### src/hw/tgen_pkg.sv
`default_nettype none

package tgen_pkg;

  // ####################################################################
  // bus widths
  // ####################################################################
  localparam int addr_w = 16;  // byte address.
  localparam int data_w = 16;  // two byte lanes.
  localparam int id_w   = 4;
  localparam int strb_w = data_w / 8;

  localparam logic [1:0] burst_incr = 2'b01;
  localparam logic [1:0] resp_okay  = 2'b00;

  // one generator run.
  typedef struct packed {
    logic [addr_w-1:0] base_addr;
    logic [id_w-1:0]   id;
    logic [7:0]        beats;   // beats per burst.
    logic [addr_w-1:0] stride;  // bytes between burst starts.
    logic [2:0]        size;    // awsize code, 0 or 1.
    logic [15:0]       num;     // number of bursts.
  } burst_cfg_t;

  // ####################################################################
  // axi write channels
  // ####################################################################
  typedef struct packed {
    logic [addr_w-1:0] addr;
    logic [id_w-1:0]   id;
    logic [7:0]        len;
    logic [2:0]        size;
    logic [1:0]        burst;
  } aw_chan_t;

  typedef struct packed {
    logic [data_w-1:0] data;
    logic [strb_w-1:0] strb;
    logic              last;
  } w_chan_t;

  typedef struct packed {
    logic [id_w-1:0] id;
    logic [1:0]      resp;
  } b_chan_t;

endpackage

`default_nettype wire

### src/hw/tgen_wr.sv
`default_nettype none

module tgen_wr
  import tgen_pkg::*;
(
  input  logic       clk,
  input  logic       rst_n,
  input  logic       start,
  input  burst_cfg_t cfg,
  output logic       busy,
  output aw_chan_t   aw,
  output logic       aw_valid,
  input  logic       aw_ready,
  output w_chan_t    w,
  output logic       w_valid,
  input  logic       w_ready,
  input  b_chan_t    b,
  input  logic       b_valid,
  output logic       b_ready
);

  typedef enum logic [1:0] {
    st_idle,
    st_addr,
    st_data,
    st_resp
  } state_t;

  state_t            state;
  burst_cfg_t        cfg_q;
  logic [15:0]       bursts_left;
  logic [7:0]        beat_idx;
  logic [addr_w-1:0] burst_addr;  // start of the current burst.
  logic [addr_w-1:0] beat_addr;   // address of the current beat.
  logic [addr_w-1:0] beat_step;
  logic              start_ok;
  logic              aw_fire;
  logic              w_fire;
  logic              b_fire;

  assign start_ok = (state == st_idle) && start && (cfg.num != 16'd0);
  assign aw_fire  = aw_valid && aw_ready;
  assign w_fire   = w_valid && w_ready;
  // only one burst is in flight, so the response must carry our id.
  assign b_fire   = (state == st_resp) && b_valid && b_ready && (b.id == cfg_q.id);

  assign busy     = (state != st_idle);
  assign aw_valid = (state == st_addr);
  assign w_valid  = (state == st_data);
  assign b_ready  = 1'b1;  // responses are always taken.

  assign beat_step = addr_w'(1) << cfg_q.size;

  // ####################################################################
  // control
  // ####################################################################
  always_ff @(posedge clk) begin
    if (!rst_n) begin
      state       <= st_idle;
      bursts_left <= '0;
      beat_idx    <= '0;
    end else begin
      case (state)
        st_idle: begin
          if (start_ok) begin
            state       <= st_addr;
            bursts_left <= cfg.num;
          end
        end
        st_addr: begin
          if (aw_fire) begin
            state    <= st_data;
            beat_idx <= '0;
          end
        end
        st_data: begin
          if (w_fire) begin
            if (w.last) begin
              state <= st_resp;
            end else begin
              beat_idx <= beat_idx + 8'd1;
            end
          end
        end
        st_resp: begin
          if (b_fire) begin
            bursts_left <= bursts_left - 16'd1;
            state       <= (bursts_left == 16'd1) ? st_idle : st_addr;
          end
        end
        default: state <= st_idle;
      endcase
    end
  end

  // run config and address tracking.
  always_ff @(posedge clk) begin
    if (start_ok) begin
      cfg_q      <= cfg;
      burst_addr <= cfg.base_addr;
    end else if (b_fire) begin
      burst_addr <= burst_addr + cfg_q.stride;  // next burst start.
    end
    if (aw_fire) begin
      beat_addr <= burst_addr;
    end else if (w_fire) begin
      beat_addr <= beat_addr + beat_step;
    end
  end

  // ####################################################################
  // channel payloads
  // ####################################################################
  always_comb begin
    aw.addr  = burst_addr;
    aw.id    = cfg_q.id;
    aw.len   = cfg_q.beats - 8'd1;
    aw.size  = cfg_q.size;
    aw.burst = burst_incr;
  end

  always_comb begin
    w.last = (beat_idx == aw.len);
    if (cfg_q.size == 3'd0) begin
      // byte beat: low address byte on every lane, one lane enabled.
      w.data = {strb_w{beat_addr[7:0]}};
      w.strb = strb_w'(1) << beat_addr[0];
    end else begin
      w.data = data_w'(beat_addr);
      w.strb = '1;
    end
  end

endmodule

`default_nettype wire

### config.mk
export PLATFORM = sky130hd
export DESIGN_NAME = tgen_wr
export DESIGN_NICKNAME = d
export VERILOG_FILES = /design/src/hw/tgen_pkg.sv /design/src/hw/tgen_wr.sv
export SDC_FILE = /design/constraint.sdc
export NUM_CORES = 1
export LEC_CHECK = 0
export BUFFER_PORTS_ARGS = -buffer_cell sky130_fd_sc_hd__buf_2
export CAP_MARGIN = 10
export CORE_MARGIN = 1
export CORE_UTILIZATION = 31
export CTS_BUF_LIST = sky130_fd_sc_hd__clkbuf_8 sky130_fd_sc_hd__clkbuf_16
export DETAILED_ROUTE_END_ITERATION = 12
export SYNTH_ARGS = -nofsm -noshare
export SYNTH_HDL_FRONTEND = slang
export SYNTH_SLANG_ARGS = --single-unit
### constraint.sdc
create_clock -name clk -period 3.05 [get_ports clk]
set_clock_uncertainty 0.1 [all_clocks]
set_input_delay 0.1525 -clock clk [delete_from_list [all_inputs] [get_ports clk]]
set_output_delay 0.1525 -clock clk [all_outputs]
set_load 0.05 [all_outputs]
-- After elaboration in Yosys (flattened, before gate mapping)
Index checks and enable logic that the tools add are counted.
Widths: inputs -> output; s select.
- add/sub/neg operators: 5
- muxes and demuxes: 19
- reductions and logical operators: 17
- eq/ne operators: 12
- shifts and indexed selects: 2
- operator list (kind ; number):
    $mux 16 ; 6
    $add 16x16->16 ; 2
    $pmux 16 s2 ; 1
    $mux 8 ; 3
    $mux 18 ; 1
    $eq 16x1->1 const B ; 1
    $pmux 8 s2 ; 1
    $reduce_bool 16->1 ; 1
    $shl 1x3->16 const A ; 1
    $sub 16x1->16 const B ; 1
    $mux 2 ; 5
    $reduce_bool 2->1 ; 5
    $add 8x1->8 const B ; 1
    $eq 8x8->1 ; 1
    $ne 2x2->1 const B ; 4
    $pmux 2 s4 ; 1
    $sub 8x1->8 const B ; 1
    $logic_and 1x1->1 ; 6
    $reduce_and 5->1 ; 1
    $eq 2x2->1 const B ; 2
    $eq 4x4->1 ; 1
    $ne 2x1->1 const B ; 2
    $reduce_and 4->1 ; 1
    $logic_not 3->1 ; 1
    5 further kinds ; 5
- register bits after elaboration: 89
- input bits: 75

-- Depth between registers and ports, before layout
Gate-level depths: netlist (run 1).
- depth in word-level cells: 5
- depth in mapped cells: 11
- depth with buffers taken out: 11

-- Worst setup path after synthesis (run 1)
Ideal clock, no wire load.
- path type: reg2out
- start: register cfg_q[37] in the netlist's numbering
- end: output w[0] in the netlist's numbering
- data required time: 2.797 ns
- path buffers: 0
- arrival time: 3.795 ns
- stages on the path, launching flop included: 7
- path slack: -0.997 ns
- cell sequence: edfxtp_1 -> or4_4 -> or4_1 -> xnor2_2 -> a21oi_1 -> a2111o_1 -> a311oi_1
- RTL lines (element ; line ; text):
    from (decl) ; tgen_wr.sv:30 ; burst_cfg_t cfg_q;
    from (signal assigned) ; tgen_wr.sv:99 ; cfg_q <= cfg;
    to (decl) ; tgen_wr.sv:14 ; output w_chan_t w,

==> results of run 1 <==
[sequential cells by signal (all words and copies together) (netlist names)]
register	count
state	2
cfg_q	24
bursts_left	16
beat_addr	16
burst_addr	16
beat_idx	8
aw	7
[placed cells by master (no fill, tap or decap), types with 9 or more instances in the layout]
cell type,n
a211oi_1,9
a21oi_1,45
buf_2,124
buf_4,33
clkbuf_16,9
dfxtp_1,26
dlygate4sd3_1,44
edfxtp_1,63
ha_1,32
inv_1,35
mux2_2,9
nand2_1,72
nand3_1,14
nor2_1,52
nor4_1,10
o21ai_0,44
o31ai_1,9
xnor2_1,14
xor2_1,13
[metal layers]
layer  vias up  global-route usage, %  share of wire, %
li1       2729                      -                 -
met1      2454                   21.9                49
met2       135                   24.1                45
met3        30                   2.62               4.0
met4         0                   7.04               2.5
met5         -                      0                 0
[through the flow]
step | power [mW] | hold WS [ns] | setup TNS, ns
6_report | 7.52 | 0.00910 | -0.138
5_1_grt | 8.03 | 0.00131 | -0.568
4_1_cts | 7.50 | 0.000812 | -0.113
3_3_place_gp | 6.30 | 0.229 | -0.0112
3_5_place_dp | 6.33 | 0.231 | -0.0745
2_1_floorplan | 5.34 | 0.151 | -0.171
[area by class of cell]
type	instances	area, um2	area share, %
Multi-Input combinational cell	486	3290	42.6
Inverter	35	135	1.75
Sequential cell	89	2410	31.3
Clock buffer	9	225	2.92
Clock inverter	7	38.8	0.503
Tap cell	234	293	3.80
Timing Repair Buffer	202	1320	17.1
[cell families (layout without fill, tap and decap cells)]
group	Yosys count	in the layout	share of synthesized area, %
simple gates	229	229	19.8
buf+inv	79	253	6.32
xor+xnor	28	28	4.24
flops	89	89	40.5
fa+ha+maj	35	35	7.60
other cells	2	3	0.126
mux	13	13	2.37
compound gates	178	178	19.0
[critical path, stage by stage, from the launching register on]
cell and delay [ns]:
edfxtp_1 0.39, or4_4 0.58, or4_4 0.49, xnor2_4 0.22
a21oi_4 0.10, a2111o_1 0.35, a311oi_4 0.22, buf_6 0.19
[power by group]
part | switching, mW | internal [mW]
combinational | 2.77 | 1.52
clock | 0.489 | 0.543
sequential | 0.356 | 1.84
[what timing repair did]
action                                  CTS  global route
hold buffers                             44             0
endpoints found under the setup margin    4            12
hold endpoints to repair                 44             0
resized for setup                         5             9
buffers inserted                          5             5
[worst paths after layout]
check	start	end	slack, ns	depth (start not counted)
worst max register to register	cfg_q[35]	beat_idx[7]	-0.02	11
worst min register to register	bursts_left[5]	bursts_left[5]	0.39	2
worst min-delay path	cfg[47]	burst_addr[0]	0.009	2
worst max-delay path	cfg_q[36]	w[0]	-0.09	7
==> results.toml, run 1 <==
[route]
drt_iter0_markers = 370
wl_um = 15900
post_drt_wl_per_cell_um = 15.0
drt-vias-per-instance = 5.04
dr_total_vias = 5348
ant_nets = 0
first_pass_iters = 4
drc = 0

[logic_synthesis]
ys_seq_area_share_pct = 40.5
yosysMostFrequentCell = "nand2_1"
synth.area.top_cells = "edfxtp_1 (32%), dfxtp_1 (8.7%), ha_1 (6.9%), nand2_1 (4.5%), a21oi_1 (4.1%)"
ys_types = 76
netlist.area_leader.share_pct = 31.8
synthFlopType = "edfxtp_1"
synth_commonest_cells = "nand2_1 (72), edfxtp_1 (63), nor2_1 (52), a21oi_1 (49), o21ai_0 (45)"
ys_async_sr_fraction_pct = 0
yosys_warnings = 0
syn-cell-area_um2 = 5960
ys_seq_elements = 89
synthCells = 653
synth_largest_area_cell = "edfxtp_1"
syn_avg_cell_area_um2 = 9.12
synth_edf_count = 63

[clocking]
cts_sinks = 89
cts_tree = "done"
numCtsBuffers = 9
clock_latency_ns = 0.35
clk_transition_reported_paths_ns = 0.07
cts_root_buf = "clkbuf_16"
cts_htree_levels = 3
clockBufferDepth = 2

[worst_setup_path]
start_kind = "flop"
crit_path_end_kind = "output pin"
cp_max_fo = 5
crit_type = "flop to output pin"
cp.required_ns = 2.80
critPathArrivalTime_ns = 2.89

[timing]
period_minus_slack_ns = 3.14
setup_viol_count_final = 3
worst_pin_slew_ns = 0.764
setup_slack_ns = -0.0933
hold_viol = 0
maxSlewViolCount = 0
fmax_mhz = 318
rsz0062_at_grt = "true"
relSlewSlack_pct = 48.5
period_share_pct = 103

[global_routing]
grt_pass1_wl_um = 24500
grt_pass1_vias = 4934
grt_max_degree = 33
grt_antenna_before_repair = 0
grtUsageTotal_pct = 15.8
grt-ovfl-total = 0

[floorplan]
pin_count = 131
coreArea_um2 = 18800
rows = 50
start_util_pct = 31.7
dieHeight_um = 141
fp.dieW_um = 141
dieArea_um2 = 19800

[run_status]
violations = "setup timing"
status = "finished, violations left"

[final_layout]
antennaDiodeCount = 0
layoutNonFillerInstCount = 1062
fin_area_um2 = 7710
fin_util_pct = 41.1
n_fill_cell = 1898
fin_nets = 933
drive_above_1_share_pct = 24.9
synthToLayoutAreaGrowth_pct = 29.5

[min_path]
hold_class = "input port to flop"

[placed_design]
post-place-ws_ns = -0.0602
dpl_cell_area_um2 = 6870
gp_congestion = 0.852
place_inst = 992
dp_hpwl_um = 11600
io_buffers = 125

[run]
drv_cap = 0

[power]
peakVddDrop_mv = 0.432
p_per_area_nw_per_um2 = 975
p_leak_nw = 3.12
(Power assumes the default switching activity.)
==> inputs of run 2 (changes only) <==
--- a/config.mk
+++ b/config.mk
@@ -9,8 +9,9 @@
 export CAP_MARGIN = 10
 export CORE_MARGIN = 1
 export CORE_UTILIZATION = 31
-export CTS_BUF_LIST = sky130_fd_sc_hd__clkbuf_8 sky130_fd_sc_hd__clkbuf_16
+export CTS_BUF_LIST = sky130_fd_sc_hd__clkbuf_8
 export DETAILED_ROUTE_END_ITERATION = 12
+export SKIP_CTS_REPAIR_TIMING = 1
 export SYNTH_ARGS = -nofsm -noshare
 export SYNTH_HDL_FRONTEND = slang
 export SYNTH_SLANG_ARGS = --single-unit
==> results.toml, run 2 (synthesized netlist as in run 1, its figures left out) <==
[placed_design]
io_buffers = 125
dpl_cell_area_um2 = 6870
post-place-ws_ns = -0.0602
dp_hpwl_um = 11600
gp_congestion = 0.852
place_inst = 992

[clocking]
cts_root_buf = "clkbuf_8"
clk_transition_reported_paths_ns = 0.09
numCtsBuffers = 9
cts_tree = "done"
cts_sinks = 89
cts_htree_levels = 3
clock_latency_ns = 0.38
clockBufferDepth = 2

[power]
p_clk_share_pct = 10.2
peakVddDrop_mv = 0.427
p_leak_nw = 3.05
comb_power_share_pct = 59.3
power_frac_seq_pct = 30.6
power_mw = 7.18
internal-power_mw = 3.62
p_sw_share_pct = 49.6
p_per_area_nw_per_um2 = 947
p_switching_mw = 3.56

[global_routing]
grt-ovfl-total = 0
grt_max_degree = 33
grt_pass1_vias = 4681
grt_antenna_before_repair = 0
grt_pass1_wl_um = 23600
grtUsageTotal_pct = 15.3

[final_layout]
fin_nets = 929
drive_above_1_share_pct = 24.6
top_register = "cfg_q"
largest_register_ffs = 24
synthToLayoutAreaGrowth_pct = 27.3
layoutNonFillerInstCount = 1058
fin_area_um2 = 7580
final_cell_mix = "buf_2 (125), nand2_1 (72), edfxtp_1 (63)"
final_common_cell = "buf_2"
antennaDiodeCount = 0
fin_util_pct = 40.4

[route]
first_pass_iters = 5
wl_um = 15800
post_drt_wl_per_cell_um = 14.9
drt-vias-per-instance = 5.05
drt_iter0_markers = 372
ant_nets = 0
drc = 0
dr_total_vias = 5347

[worst_setup_path]
cp_max_fo = 5
path_buf_inv = 1
cp.required_ns = 2.80
slowest_delay_ns = 0.54
crit_chain = "or4_4, or4_4, xnor2_4, a21oi_4, a2111o_1, a311oi_4, buf_6"
crit_top_cell = "or4_4"
crit_slowest_cell = "or4_4"
cp_top_family = "simple AND/OR/NAND/NOR gates"
critPathArrivalTime_ns = 2.95
crit_path_end_kind = "output pin"
crit_type = "flop to output pin"
start_kind = "flop"

[timing]
period_share_pct = 105
relSlewSlack_pct = 47.0
period_minus_slack_ns = 3.20
fmax_mhz = 312
finalSetupTns_ns = -0.196
rsz0062_at_grt = "true"
setup_slack_ns = -0.152
maxSlewViolCount = 0
worst_pin_slew_ns = 0.787
holdWs_ns = -0.0290
hold_viol = 2
setup_viol_count_final = 2

[run_status]
status = "finished, violations left"
violations = "hold timing, setup timing"

[floorplan]
fp.dieW_um = 141
dieArea_um2 = 19800
start_util_pct = 31.7
coreArea_um2 = 18800
dieHeight_um = 141
pin_count = 131
rows = 50

[run]
drv_cap = 0

[min_path]
hold_class = "input port to flop"
-- run 2: area by class of cell --
type	count	area, um2
fill	1910	11200
multi-input combinational	486	3290
sequential	89	2410
timing repair buffer	198	1290
tap	234	293
inverter	35	135
clock buffer	9	124
clock inverter	7	38.8
-- run 2: worst reg2reg max path, stage by stage, from the launching register on --
cell        delay, ns
edfxtp_1         0.47
clkinvlp_4       0.13
ha_4             0.14
or4b_4           0.50
or4_1            0.41
and4_4           0.21
nand4_4          0.11
o31ai_4          0.11
buf_4            0.16
or4_1            0.52
a21oi_2          0.15
-- run 2: final timing paths --
check | from | slack, ns | end | cells past startpoint
worst min register to register | bursts_left[5] | 0.39 | bursts_left[5] | 2
worst max register to register | cfg_q[35] | -0.04 | beat_idx[7] | 10
worst min-delay path | cfg[58] | -0.03 | burst_addr[11] | 3
worst max-delay path | cfg_q[35] | -0.15 | w[0] | 7
-- run 2: routing by layer --
layer  vias to the layer above  wire, um  track usage (%)
li1                       2721         -                -
met1                      2453      7740             21.3
met2                       143      7050             23.3
met3                        30       604             2.24
met4                         0       416             7.27
met5                         -         0                0
-- run 2: power groups by stage --
stage                     sequential (mW)  clock (mW)  combinational, mW
after CTS                            2.20       0.774               4.12
after global placement               2.22           0               4.07
after floorplan                      2.47           0               2.86
after global routing                 2.24       0.804               4.65
after detailed placement             2.23           0               4.10
final                                2.19       0.732               4.26
==> inputs of run 3 (changes only) <==
--- a/config.mk
+++ b/config.mk
@@ -7,7 +7,7 @@
 export LEC_CHECK = 0
 export BUFFER_PORTS_ARGS = -buffer_cell sky130_fd_sc_hd__buf_2
 export CAP_MARGIN = 10
-export CORE_MARGIN = 1
+export CORE_MARGIN = 1.5
 export CORE_UTILIZATION = 31
 export CTS_BUF_LIST = sky130_fd_sc_hd__clkbuf_8
 export DETAILED_ROUTE_END_ITERATION = 12
==> results.toml, run 3 (synthesized netlist as in run 1, its figures left out) <==
[run_status]
status = "finished, violations left"
violations = "hold timing, setup timing"

[power]
p_per_area_nw_per_um2 = 973
p_sw_share_pct = 47.8
p_clk_share_pct = 13.5
peakVddDrop_mv = 0.435
power_frac_seq_pct = 29.5
p_switching_mw = 3.58
internal-power_mw = 3.91
p_leak_nw = 3.10
comb_power_share_pct = 57.0
power_mw = 7.48

[route]
first_pass_iters = 5
wl_um = 15900
dr_total_vias = 5318
drt_iter0_markers = 286
drt-vias-per-instance = 5.02
drc = 0
ant_nets = 0
post_drt_wl_per_cell_um = 15.0

[worst_setup_path]
crit_type = "flop to output pin"
path_buf_inv = 1
cp_top_family = "simple AND/OR/NAND/NOR gates"
crit_path_end_kind = "output pin"
r2r_slack_ns = 0.06
crit_chain = "or4_4, or4_4, xnor2_4, a21oi_2, a2111o_1, a311oi_4, buf_6"
reg2reg_depth = 11
critPathArrivalTime_ns = 2.93
path_depth = 7
crit_slowest_cell = "or4_4"
crit_top_cell = "or4_4"
start_kind = "flop"
cp_max_fo = 5
slowest_delay_ns = 0.58
cp.required_ns = 2.80

[clocking]
clock_latency_ns = 0.38
numCtsBuffers = 9
clk_transition_reported_paths_ns = 0.09
clockBufferDepth = 2
cts_root_buf = "clkbuf_8"
cts_sinks = 89
cts_tree = "done"
cts_htree_levels = 3

[final_layout]
final_cell_mix = "buf_2 (124), nand2_1 (72), edfxtp_1 (63)"
final_common_cell = "buf_2"
register_area_um2 = 2410
fin_area_um2 = 7690
drive_above_1_share_pct = 24.6
antennaDiodeCount = 0
layoutNonFillerInstCount = 1059
synthToLayoutAreaGrowth_pct = 29.1
top_register = "cfg_q"
largest_register_ffs = 24
n_fill_cell = 1885
fin_nets = 930
multi_input_area_um2 = 3280
fin_util_pct = 41.0

[timing]
setup_slack_ns = -0.129
period_share_pct = 104
finalSetupTns_ns = -0.129
period_minus_slack_ns = 3.18
setup_viol_count_final = 1
worst_pin_slew_ns = 0.860
fmax_mhz = 315
maxSlewViolCount = 0
rsz0062_at_grt = "true"
relSlewSlack_pct = 42.1
holdWs_ns = -0.0137
hold_viol = 2

[min_path]
min_path_cells = 3
hold_class = "input port to flop"

[placed_design]
post-place-ws_ns = -0.0103
dp_hpwl_um = 11700
place_inst = 991
dpl_cell_area_um2 = 6890
io_buffers = 125
gp_congestion = 0.827

[floorplan]
start_util_pct = 31.7
rows = 50
dieArea_um2 = 20100
fp.dieW_um = 142
dieHeight_um = 142
pin_count = 131
coreArea_um2 = 18800

[global_routing]
grt_max_degree = 61
grt_antenna_before_repair = 0
grt_pass1_wl_um = 24200
grt_pass1_vias = 4744
grtUsageTotal_pct = 15.4
grt-ovfl-total = 0

[run]
drv_cap = 0
run 3: cell types whose count changed in the layout (fill, tap and decap cells not counted), moves of 2 or more:
cell / change
clkinvlp_4: -3
inv_6: +2
buf_4: -2
bufinv_16: +3
dlygate4sd3_1: +3
buf_12: +2
run 3: final timing paths:
kind / startpoint / to
setup / recovery: cfg_q[36] / w[0]
hold / removal: cfg[15] / bursts_left[15]
setup reg to reg: cfg_q[35] / beat_idx[0]
hold reg to reg: bursts_left[5] / bursts_left[5]
run 3: tightest hold or removal path: stages:
cell     delay, ns
buf_2         0.09
o22ai_1       0.07
a21oi_1       0.12
run 3: area by class of cell:
cell class	instances	area share [%]
multi-input cells	486	42.7
flip-flops and latches	89	31.4
repair buffers	199	17.3
well taps	234	3.81
inverters	35	1.76
clock buffers	9	1.61
clock inverters	7	1.51
run 3: power groups by stage:
stage	Clock (mW)	Combinational [mW]	Sequential (mW)
2_1_floorplan	0	2.86	2.47
3_3_place_gp	0	4.13	2.24
3_5_place_dp	0	4.16	2.24
4_1_cts	1.05	4.18	2.21
5_1_grt	1.09	4.69	2.27
6_report	1.01	4.26	2.21
run 3: layer usage:
metal	part of all wire (%)	global-route usage, %
met5	0	0
met1	48	22.0
met3	4.3	3.24
met2	45	22.7
met4	2.0	5.70
